## config.mk

```make
export PLATFORM = sky130hd
export DESIGN_NAME = walksat_step_top
export DESIGN_NICKNAME = d
export VERILOG_FILES = /design/src/axil_pkg.sv /design/src/sat_pkg.sv /design/src/walksat_step_top.sv /design/src/flip_controller.sv /design/src/xorshift_prng.sv /design/src/variable_table.sv /design/src/axil_regs.sv
export SDC_FILE = /design/constraint.sdc
export NUM_CORES = 1
export LEC_CHECK = 0
export BUFFER_PORTS_ARGS = -buffer_cell sky130_fd_sc_hd__buf_2
export CORE_AREA = 2 2 137 139
export DETAILED_ROUTE_END_ITERATION = 8
export DIE_AREA = 0 0 139 141
export GPL_TIMING_DRIVEN = 0
export PLACE_DENSITY = 0.83
export SETUP_SLACK_MARGIN = 0.15
export SLEW_MARGIN = 20
export SYNTH_ARGS = -nofsm -noshare
export SYNTH_HDL_FRONTEND = slang
export SYNTH_SLANG_ARGS = --single-unit
```

## constraint.sdc

```tcl
create_clock -name clk_i -period 18.9 [get_ports clk_i]
set_input_delay 0.945 -clock clk_i [delete_from_list [all_inputs] [get_ports clk_i]]
set_output_delay 0.945 -clock clk_i [all_outputs]
set_load 0.01 [all_outputs]
```

## src/axil_pkg.sv

```systemverilog
// AXI4-Lite bus and register map
`default_nettype none

package axil_pkg;

    localparam int AXIL_ADDR_W = 12;
    localparam int AXIL_DATA_W = 32;

    typedef struct packed {
        logic                     awvalid;
        logic [AXIL_ADDR_W-1:0]   awaddr;
        logic                     wvalid;
        logic [AXIL_DATA_W-1:0]   wdata;
        logic [AXIL_DATA_W/8-1:0] wstrb;    // not used, full-word writes only
        logic                     bready;
        logic                     arvalid;
        logic [AXIL_ADDR_W-1:0]   araddr;
        logic                     rready;
    } axil_req_t;

    typedef struct packed {
        logic                   awready;
        logic                   wready;
        logic                   bvalid;
        logic [1:0]             bresp;
        logic                   arready;
        logic                   rvalid;
        logic [AXIL_DATA_W-1:0] rdata;
        logic [1:0]             rresp;
    } axil_rsp_t;

    localparam logic [1:0] RESP_OKAY   = 2'b00;
    localparam logic [1:0] RESP_SLVERR = 2'b10;

    // register map
    localparam logic [AXIL_ADDR_W-1:0] REG_CTRL   = 12'h000;  // bit0 starts a step
    localparam logic [AXIL_ADDR_W-1:0] REG_STATUS = 12'h004;  // {satisfied, busy}
    localparam logic [AXIL_ADDR_W-1:0] REG_FLIPS  = 12'h008;
    localparam logic [AXIL_ADDR_W-1:0] REG_LIT0   = 12'h010;
    localparam logic [AXIL_ADDR_W-1:0] REG_LIT1   = 12'h014;
    localparam logic [AXIL_ADDR_W-1:0] REG_LIT2   = 12'h018;
    localparam logic [AXIL_ADDR_W-1:0] VAR_BASE   = 12'h100;  // one word per variable

endpackage

`default_nettype wire

```

## src/sat_pkg.sv

```systemverilog
// SAT solver types
`default_nettype none

package sat_pkg;

    localparam int NSAT       = 3;               // literals per clause
    localparam int VAR_ADDR_W = 4;
    localparam int LIT_W      = VAR_ADDR_W + 1;  // neg bit on top of the index
    localparam int FLIP_CNT_W = 16;

    typedef logic [VAR_ADDR_W-1:0] var_addr_t;

    // literal is true when value ^ neg is 1
    typedef struct packed {
        logic      neg;
        var_addr_t var_addr;
    } literal_t;

    typedef literal_t [NSAT-1:0] clause_t;

    typedef struct packed {
        logic      en;
        var_addr_t addr;
        logic      value;
    } var_wr_t;

    typedef struct packed {
        logic    start;   // single-cycle pulse
        clause_t clause;
    } step_req_t;

    typedef struct packed {
        logic                  busy;
        logic                  satisfied;  // result before the flip
        logic [FLIP_CNT_W-1:0] flip_count;
    } step_stat_t;

endpackage

`default_nettype wire
```

## src/walksat_step_top.sv

```systemverilog
// WalkSAT flip step top level
`timescale 1ns/1ps
`default_nettype none

module walksat_step_top #(
    parameter int          NUM_VARIABLES = 16,            // 16 at most
    parameter logic [31:0] PRNG_SEED     = 32'h1234_5678
) (
    input  wire                      clk_i,
    input  wire                      rst_i,
    input  wire axil_pkg::axil_req_t axil_req_i,
    output axil_pkg::axil_rsp_t      axil_rsp_o
);
    import sat_pkg::*;

    step_req_t            step_req;
    step_stat_t           step_stat;
    var_wr_t              host_wr;
    var_wr_t              flip_wr;
    var_addr_t            host_rd_addr;
    logic                 host_rd_value;
    var_addr_t [NSAT-1:0] clause_addr;
    logic [NSAT-1:0]      clause_values;
    logic [31:0]          prng_rand;
    logic                 prng_next;

    axil_regs #(
        .NUM_VARIABLES(NUM_VARIABLES)
    ) i_axil_regs (
        .clk_i          (clk_i),
        .rst_i          (rst_i),
        .axil_req_i     (axil_req_i),
        .axil_rsp_o     (axil_rsp_o),
        .step_req_o     (step_req),
        .step_stat_i    (step_stat),
        .host_wr_o      (host_wr),
        .host_rd_addr_o (host_rd_addr),
        .host_rd_value_i(host_rd_value)
    );

    variable_table #(
        .NUM_VARIABLES(NUM_VARIABLES)
    ) i_variable_table (
        .clk_i          (clk_i),
        .rst_i          (rst_i),
        .clause_addr_i  (clause_addr),
        .clause_values_o(clause_values),
        .host_rd_addr_i (host_rd_addr),
        .host_rd_value_o(host_rd_value),
        .host_wr_i      (host_wr),
        .flip_wr_i      (flip_wr)
    );

    xorshift_prng #(
        .PRNG_SEED(PRNG_SEED)
    ) i_xorshift_prng (
        .clk_i (clk_i),
        .rst_i (rst_i),
        .next_i(prng_next),
        .rand_o(prng_rand)
    );

    flip_controller i_flip_controller (
        .clk_i          (clk_i),
        .rst_i          (rst_i),
        .step_req_i     (step_req),
        .clause_addr_o  (clause_addr),
        .clause_values_i(clause_values),
        .rand_i         (prng_rand),
        .prng_next_o    (prng_next),
        .flip_wr_o      (flip_wr),
        .step_stat_o    (step_stat)
    );

endmodule

`default_nettype wire

```

## src/flip_controller.sv

```systemverilog
// Clause evaluate and flip sequencer
`timescale 1ns/1ps
`default_nettype none

module flip_controller (
    input  wire                                 clk_i,
    input  wire                                 rst_i,
    input  wire sat_pkg::step_req_t             step_req_i,
    output sat_pkg::var_addr_t [sat_pkg::NSAT-1:0] clause_addr_o,
    input  wire [sat_pkg::NSAT-1:0]             clause_values_i,
    input  wire [31:0]                          rand_i,
    output logic                                prng_next_o,
    output sat_pkg::var_wr_t                    flip_wr_o,
    output sat_pkg::step_stat_t                 step_stat_o
);
    import sat_pkg::*;

    localparam int SEL_W = $clog2(NSAT);

    // IDLE is cycle 0 of a step, FETCH cycle 1, EVAL cycle 2
    typedef enum logic [1:0] {ST_IDLE, ST_FETCH, ST_EVAL} state_t;

    state_t                state_q;
    clause_t               clause_q;
    logic [NSAT-1:0]       values_q;
    logic [NSAT-1:0]       lit_true;
    logic                  sat;
    logic [SEL_W-1:0]      sel;
    logic                  satisfied_q;
    logic [FLIP_CNT_W-1:0] flip_count_q;

    // addresses pass straight through on start so values land in FETCH
    always_comb begin
        for (int k = 0; k < NSAT; k++) begin
            clause_addr_o[k] = (state_q == ST_IDLE) ? step_req_i.clause[k].var_addr
                                                    : clause_q[k].var_addr;
            lit_true[k] = values_q[k] ^ clause_q[k].neg;
        end
    end

    assign sat = |lit_true;
    assign sel = SEL_W'(rand_i % NSAT);  // random literal of the clause

    assign prng_next_o     = (state_q == ST_EVAL);
    assign flip_wr_o.en    = (state_q == ST_EVAL) && !sat;
    assign flip_wr_o.addr  = clause_q[sel].var_addr;
    assign flip_wr_o.value = !values_q[sel];

    always_ff @(posedge clk_i) begin
        if (rst_i) begin
            state_q      <= ST_IDLE;
            satisfied_q  <= 1'b0;
            flip_count_q <= '0;
        end else begin
            case (state_q)
                ST_IDLE:  if (step_req_i.start) state_q <= ST_FETCH;
                ST_FETCH: state_q <= ST_EVAL;
                ST_EVAL: begin
                    state_q     <= ST_IDLE;
                    satisfied_q <= sat;
                    if (!sat) begin
                        flip_count_q <= flip_count_q + 1'b1;
                    end
                end
                default: state_q <= ST_IDLE;
            endcase
        end
    end

    always_ff @(posedge clk_i) begin
        if ((state_q == ST_IDLE) && step_req_i.start) begin
            clause_q <= step_req_i.clause;
        end
        if (state_q == ST_FETCH) begin
            values_q <= clause_values_i;
        end
    end

    assign step_stat_o.busy       = (state_q != ST_IDLE);
    assign step_stat_o.satisfied  = satisfied_q;
    assign step_stat_o.flip_count = flip_count_q;

endmodule

`default_nettype wire

```

## src/xorshift_prng.sv

```systemverilog
// Xorshift32 random source
`timescale 1ns/1ps
`default_nettype none

module xorshift_prng #(
    parameter logic [31:0] PRNG_SEED = 32'h1234_5678  // must not be zero
) (
    input  wire         clk_i,
    input  wire         rst_i,
    input  wire         next_i,
    output logic [31:0] rand_o
);

    logic [31:0] state_q;
    logic [31:0] s1;
    logic [31:0] s2;
    logic [31:0] state_d;

    assign s1      = state_q ^ (state_q << 13);
    assign s2      = s1 ^ (s1 >> 17);
    assign state_d = s2 ^ (s2 << 5);

    always_ff @(posedge clk_i) begin
        if (rst_i) begin
            state_q <= PRNG_SEED;
        end else if (next_i) begin
            state_q <= state_d;  // one state per step
        end
    end

    assign rand_o = state_q;

endmodule

`default_nettype wire

```

## src/variable_table.sv

```systemverilog
// Variable assignment table
`timescale 1ns/1ps
`default_nettype none

module variable_table #(
    parameter int NUM_VARIABLES = 16
) (
    input  wire                                       clk_i,
    input  wire                                       rst_i,
    input  wire sat_pkg::var_addr_t [sat_pkg::NSAT-1:0] clause_addr_i,
    output logic [sat_pkg::NSAT-1:0]                  clause_values_o,
    input  wire sat_pkg::var_addr_t                   host_rd_addr_i,
    output logic                                      host_rd_value_o,
    input  wire sat_pkg::var_wr_t                     host_wr_i,
    input  wire sat_pkg::var_wr_t                     flip_wr_i
);
    import sat_pkg::*;

    logic [NUM_VARIABLES-1:0] vars_q;
    var_wr_t                  wr;

    assign wr = flip_wr_i.en ? flip_wr_i : host_wr_i;  // flip side has priority

    always_ff @(posedge clk_i) begin
        if (rst_i) begin
            vars_q <= '0;
        end else if (wr.en && (int'(wr.addr) < NUM_VARIABLES)) begin
            vars_q[wr.addr] <= wr.value;
        end
    end

    // registered read ports, unpopulated indices read 0
    always_ff @(posedge clk_i) begin
        for (int k = 0; k < NSAT; k++) begin
            clause_values_o[k] <= (int'(clause_addr_i[k]) < NUM_VARIABLES)
                                  ? vars_q[clause_addr_i[k]] : 1'b0;
        end
        host_rd_value_o <= (int'(host_rd_addr_i) < NUM_VARIABLES)
                           ? vars_q[host_rd_addr_i] : 1'b0;
    end

endmodule

`default_nettype wire

```

## src/axil_regs.sv

```systemverilog
// AXI4-Lite register slave
`timescale 1ns/1ps
`default_nettype none

module axil_regs #(
    parameter int NUM_VARIABLES = 16
) (
    input  wire                      clk_i,
    input  wire                      rst_i,
    input  wire axil_pkg::axil_req_t axil_req_i,
    output axil_pkg::axil_rsp_t      axil_rsp_o,
    output sat_pkg::step_req_t       step_req_o,
    input  wire sat_pkg::step_stat_t step_stat_i,
    output sat_pkg::var_wr_t         host_wr_o,
    output sat_pkg::var_addr_t       host_rd_addr_o,
    input  wire                      host_rd_value_i
);
    import sat_pkg::*;
    import axil_pkg::*;

    localparam int VAR_LSB = 2;
    localparam int VAR_MSB = VAR_LSB + VAR_ADDR_W;

    typedef enum logic {WR_IDLE, WR_RESP} wr_state_t;
    typedef enum logic [1:0] {RD_IDLE, RD_WAIT, RD_RESP} rd_state_t;

    wr_state_t              wr_state_q;
    rd_state_t              rd_state_q;
    clause_t                lit_q;
    logic [AXIL_ADDR_W-1:0] ar_addr_q;
    logic [AXIL_DATA_W-1:0] rdata_q;
    logic [AXIL_DATA_W-1:0] rd_data;
    logic [1:0]             bresp_q;
    logic [1:0]             rresp_q;
    logic [1:0]             wr_resp;
    logic [1:0]             rd_resp;
    logic                   wr_fire;
    logic                   ar_fire;
    logic                   ctrl_we;
    logic                   var_we;
    logic [NSAT-1:0]        lit_we;

    // word-aligned hit inside the populated part of the variable window
    function automatic logic var_hit(input logic [AXIL_ADDR_W-1:0] addr);
        return (addr[AXIL_ADDR_W-1:VAR_MSB] == VAR_BASE[AXIL_ADDR_W-1:VAR_MSB])
            && (addr[VAR_LSB-1:0] == '0)
            && (int'(addr[VAR_MSB-1:VAR_LSB]) < NUM_VARIABLES);
    endfunction

    // AW and W are taken together, never during a step
    assign wr_fire = (wr_state_q == WR_IDLE) && axil_req_i.awvalid && axil_req_i.wvalid
                     && !step_stat_i.busy;
    assign ar_fire = (rd_state_q == RD_IDLE) && axil_req_i.arvalid;

    always_comb begin
        wr_resp = RESP_OKAY;
        ctrl_we = 1'b0;
        var_we  = 1'b0;
        lit_we  = '0;
        case (axil_req_i.awaddr)
            REG_CTRL: ctrl_we   = 1'b1;
            REG_LIT0: lit_we[0] = 1'b1;
            REG_LIT1: lit_we[1] = 1'b1;
            REG_LIT2: lit_we[2] = 1'b1;
            default: begin
                if (var_hit(axil_req_i.awaddr)) begin
                    var_we = 1'b1;
                end else begin
                    wr_resp = RESP_SLVERR;  // unmapped or read-only
                end
            end
        endcase
    end

    assign step_req_o.start  = wr_fire && ctrl_we && axil_req_i.wdata[0];
    assign step_req_o.clause = lit_q;

    assign host_wr_o.en    = wr_fire && var_we;
    assign host_wr_o.addr  = axil_req_i.awaddr[VAR_MSB-1:VAR_LSB];
    assign host_wr_o.value = axil_req_i.wdata[0];

    // address goes out in the AR cycle, table data is back in RD_WAIT
    assign host_rd_addr_o = axil_req_i.araddr[VAR_MSB-1:VAR_LSB];

    always_ff @(posedge clk_i) begin
        if (rst_i) begin
            wr_state_q <= WR_IDLE;
            lit_q      <= '0;
        end else begin
            case (wr_state_q)
                WR_IDLE: if (wr_fire) wr_state_q <= WR_RESP;
                WR_RESP: if (axil_req_i.bready) wr_state_q <= WR_IDLE;
                default: wr_state_q <= WR_IDLE;
            endcase
            for (int k = 0; k < NSAT; k++) begin
                if (wr_fire && lit_we[k]) begin
                    lit_q[k] <= literal_t'(axil_req_i.wdata[LIT_W-1:0]);
                end
            end
        end
    end

    always_ff @(posedge clk_i) begin
        if (wr_fire) begin
            bresp_q <= wr_resp;
        end
    end

    always_comb begin
        rd_data = '0;
        rd_resp = RESP_OKAY;
        case (ar_addr_q)
            REG_CTRL:   rd_data = '0;  // strobe only
            REG_STATUS: rd_data[1:0] = {step_stat_i.satisfied, step_stat_i.busy};
            REG_FLIPS:  rd_data[FLIP_CNT_W-1:0] = step_stat_i.flip_count;
            REG_LIT0:   rd_data[LIT_W-1:0] = lit_q[0];
            REG_LIT1:   rd_data[LIT_W-1:0] = lit_q[1];
            REG_LIT2:   rd_data[LIT_W-1:0] = lit_q[2];
            default: begin
                if (var_hit(ar_addr_q)) begin
                    rd_data[0] = host_rd_value_i;
                end else begin
                    rd_resp = RESP_SLVERR;
                end
            end
        endcase
    end

    always_ff @(posedge clk_i) begin
        if (rst_i) begin
            rd_state_q <= RD_IDLE;
        end else begin
            case (rd_state_q)
                RD_IDLE: if (ar_fire) rd_state_q <= RD_WAIT;
                RD_WAIT: rd_state_q <= RD_RESP;
                RD_RESP: if (axil_req_i.rready) rd_state_q <= RD_IDLE;
                default: rd_state_q <= RD_IDLE;
            endcase
        end
    end

    always_ff @(posedge clk_i) begin
        if (ar_fire) begin
            ar_addr_q <= axil_req_i.araddr;
        end
        if (rd_state_q == RD_WAIT) begin  // snapshot, held while stalled
            rdata_q <= rd_data;
            rresp_q <= rd_resp;
        end
    end

    always_comb begin
        axil_rsp_o.awready = wr_fire;
        axil_rsp_o.wready  = wr_fire;
        axil_rsp_o.bvalid  = (wr_state_q == WR_RESP);
        axil_rsp_o.bresp   = bresp_q;
        axil_rsp_o.arready = ar_fire;
        axil_rsp_o.rvalid  = (rd_state_q == RD_RESP);
        axil_rsp_o.rdata   = rdata_q;
        axil_rsp_o.rresp   = rresp_q;
    end

endmodule

`default_nettype wire

```

==> flow_metrics.env <==
export IMPL_synth_seq_cells=137
export IMPL_synth_edf_count=48
export IMPL_cts_tree="built"
export IMPL_overflow=0
export IMPL_cts_buffer_depth=2
export IMPL_worst_ep_required_time_ns=19.20
export IMPL_dp_worst_setup_slack_ns=8.251
export IMPL_worstMarginPinSlew_ns=1.066
export IMPL_power_frac_seq=0.461
export IMPL_whs_ns=0.4042
export IMPL_start_util=0.5342
export IMPL_syn_inst=1066
export IMPL_drt_first_pass_iters=7
export IMPL_cts_root_buf="clkbuf_16"
export IMPL_critPathSlowestCell="a222oi_1"
export IMPL_grt_pass1_wl_mm=41.32
export IMPL_ys_seq_area_frac=0.3303
export IMPL_grt_pass1_vias=8384
export IMPL_grt_max_degree=19
export IMPL_ys_warn_count=0
export IMPL_cellPowerDensity_nw_per_um2=60.93
export IMPL_p_leak_nw=4.099
export IMPL_drv_cap=0
export IMPL_track_usage=0.2553
export IMPL_power_frac_comb=0.042
export IMPL_ys_async_sr_fraction=0
export IMPL_wl_per_cell_um=18.23
export IMPL_cts_sinks=137
export IMPL_fp_dieH_um=141
export IMPL_cts_inserted_buffers=17
export IMPL_p_int_mw=0.5270
export IMPL_via_per_inst=6.192
export IMPL_fmax_mhz=91.56
export IMPL_placed_area_um2=10430
export IMPL_final_cell_area_um2=11020
export IMPL_cts_repair_resize_count=0
export IMPL_slew_violations=0
export IMPL_stdcell_count=1408
export IMPL_syn_to_final_growth_pct=12.89
export IMPL_p_sw_frac=0.2148
export IMPL_io_pins=108
export IMPL_min_delay_path_depth=0
export IMPL_place_port_buffers=58
export IMPL_route_detailed_drc=0
export IMPL_crit_type="reg -> reg"
export IMPL_synth_area_per_cell_um2=9.154
export IMPL_insertion_delay_ns=0.42
export IMPL_cp_end_kind="register"
export IMPL_core_um2=18270
export IMPL_path_max_fanout=10
export IMPL_ctsHoldBuffers=0
export IMPL_postRouteAntennaNets=0
export IMPL_drt_iter0_drc=728
export IMPL_finClkSkew_ns=0.009364
export IMPL_syn_cell_area_um2=9758
export IMPL_fp_row_count=50
export IMPL_drt_total_wl_mm=25.67
export IMPL_switching_power_mw=0.1442
export IMPL_drive_above_1_share=0.1670
export IMPL_cpPeakStageDelay_ns=0.83
export IMPL_min_path_type="reg -> reg"
export IMPL_synth_main_ff_cell="dfxtp_1"
export IMPL_vias=8718
export IMPL_min_period_over_period=0.5779
export IMPL_gp_congestion=0.9518
export IMPL_outcome="finished clean"
export IMPL_die_w_um=139
export IMPL_ir_drop_v=0.00007039
export IMPL_clk_pin_slew_ns=0.06
export IMPL_h_tree_depth=4
export IMPL_p_clk_frac=0.497
export IMPL_die_area_um2=19600
export IMPL_start_kind="register"
export IMPL_nNetsFinal=1231
export IMPL_cts_setup_buffers=0
export IMPL_synth_cell_types=110
export IMPL_antenna_found_initial=0
export IMPL_reg2reg_depth=33
export IMPL_antenna_cells=0
export IMPL_tns_ns=0
export IMPL_dpl_hpwl_mm=18.49
export IMPL_rsz0062_at_grt="no"
export IMPL_worstPathArrival_ns=11.23
export IMPL_setup_violations=0
export IMPL_dp_cells=1376
export IMPL_hold_viol=0
export IMPL_period_minus_slack_ns=10.92
export IMPL_setup_ws_ns=7.979
export IMPL_relSlewSlack=0.2895
==> kinds of logic (layout without fill, tap and decap cells) <==
family | count (synthesis) | count (layout) | synth area share
XOR/XNOR | 86 | 86 | 0.07719
buffers and inverters | 109 | 200 | 0.05526
adder cells (fa/ha/maj) | 4 | 4 | 0.004873
multiplexers | 85 | 85 | 0.1131
AO/OA/AOI/OAI | 230 | 230 | 0.1781
flip-flops | 137 | 137 | 0.3303
other | 1 | 18 | 0.0003843
AND/OR/NAND/NOR | 414 | 414 | 0.2408
==> cells in the mapped netlist (4+ instances only) <==
master     n  area, um2
o41ai_1    4      35.03
inv_1     19      71.32
or4_1      4      30.03
mux2_2     6      67.56
mux2i_1   45      450.4
nor4b_1    8      70.07
nand2_1   61      229.0
o32ai_1    5      43.79
nor3_1    37      185.2
and3_1    13      81.33
and3b_1    4      35.03
nor2b_1   39      244.0
nand3_1   26      130.1
dfxtp_1   89       1782
nand4b_1  10      87.58
mux2_1    16      180.2
o221ai_1   4      35.03
a211oi_1  10      75.07
o21ai_0   48      240.2
nand3b_1   5      37.54
a21o_1     5      37.54
buf_2      5      25.02
mux4_2    17      382.9
nor3b_1   11      82.58
o31ai_1   10      75.07
a21oi_1   41      205.2
xor2_1    33      289.0
clkbuf_1  45      168.9
buf_4     25      187.7
and2_1    18      112.6
nand2b_1  18      112.6
a311oi_1   4      35.03
buf_6      4      45.04
xnor2_1   53      464.2
or3b_2    13      113.9
o211ai_1  12      90.09
or3_1     21      131.4
nor4_1    12      75.07
buf_1      8      30.03
nor2_1    87      326.6
edfxtp_1  48       1441
o22ai_1    8      50.05
nand4_1    4      25.02
a211o_1    6      52.55
==> worst max-delay path, delay by kind of cell (launching register included) <==
kind / cells / cell delay [ns]
buf+inv: 1 / 0.36
mux: 2 / 0.76
compound gates: 16 / 5.91
simple gates: 11 / 2.65
flops: 1 / 0.33
xor+xnor: 1 / 0.21
fa+ha+maj: 2 / 0.57
==> final cells by class <==
cell class / instances / area (um2)
Fill cell: 1505 / 7252
Multi-Input combinational cell: 837 / 6073
Sequential cell: 137 / 3223
Buffer: 87 / 456.7
Clock buffer: 21 / 440.4
Timing Repair Buffer: 59 / 297.8
Tap cell: 234 / 292.8
Clock inverter: 11 / 148.9
Inverter: 22 / 82.58
==> sequential cells by signal (all words and copies together) (netlist names), 2 cells and up <==
register / cells
i_axil_regs.step_req_o: 15
i_xorshift_prng.rand_o: 32
i_axil_regs.rd_state_q: 2
i_axil_regs.rdata_q: 16
i_variable_table.vars_q: 16
i_flip_controller.values_q: 3
i_flip_controller.clause_q: 15
i_axil_regs.ar_addr_q: 12
i_flip_controller.state_q: 2
i_variable_table.clause_values_o: 3
i_flip_controller.flip_count_q: 16
==> power groups by stage <==
stage,Sequential (mW),Clock [mW],Combinational [mW]
2_1_floorplan,0.316,0,0.0156
3_3_place_gp,0.316,0,0.0264
3_5_place_dp,0.316,0,0.0274
4_1_cts,0.310,0.335,0.0277
5_1_grt,0.310,0.346,0.0301
6_report,0.310,0.333,0.0281
==> per-stage QoR <==
stage,power (mW),utilization
finish,0.6712,0.6030
global route,0.6858,0.6030
CTS,0.6724,0.6029
detailed placement,0.3434,0.5707
global placement,0.3422,0.5696
floorplan,0.3319,-
==> final timing paths <==
kind	startpoint	to	slack [ns]
worst max register to register	i_xorshift_prng.rand_o[31]	i_variable_table.vars_q[11]	7.98
worst min-delay path	i_variable_table.clause_values_o[2]	i_flip_controller.values_q[2]	0.40
worst max-delay path	i_xorshift_prng.rand_o[31]	i_variable_table.vars_q[11]	7.98
worst min register to register	i_variable_table.clause_values_o[2]	i_flip_controller.values_q[2]	0.40
==> metal layers <==
metal	wire length [um]	share of wire	global-route usage
met1	10630	0.41	0.3225
met2	12750	0.50	0.4488
met3	1603	0.062	0.03261
met4	690	0.027	0.09516
met5	0	0	0
==> cell usage in the layout, fill, tap and decap left out, drive strengths merged, types with 19 or more instances in the layout <==
cell	instances
a21oi	42
dfxtp	89
or3	21
clkbuf	66
nor2b	39
nand3	27
mux2i	46
nor3	41
nor2	89
nand2	61
edfxtp	48
xor2	33
xnor2	53
mux2	22
and2	19
inv	21
o21ai	52
buf	101
No activity file was read; power rests on OpenSTA's default activity.
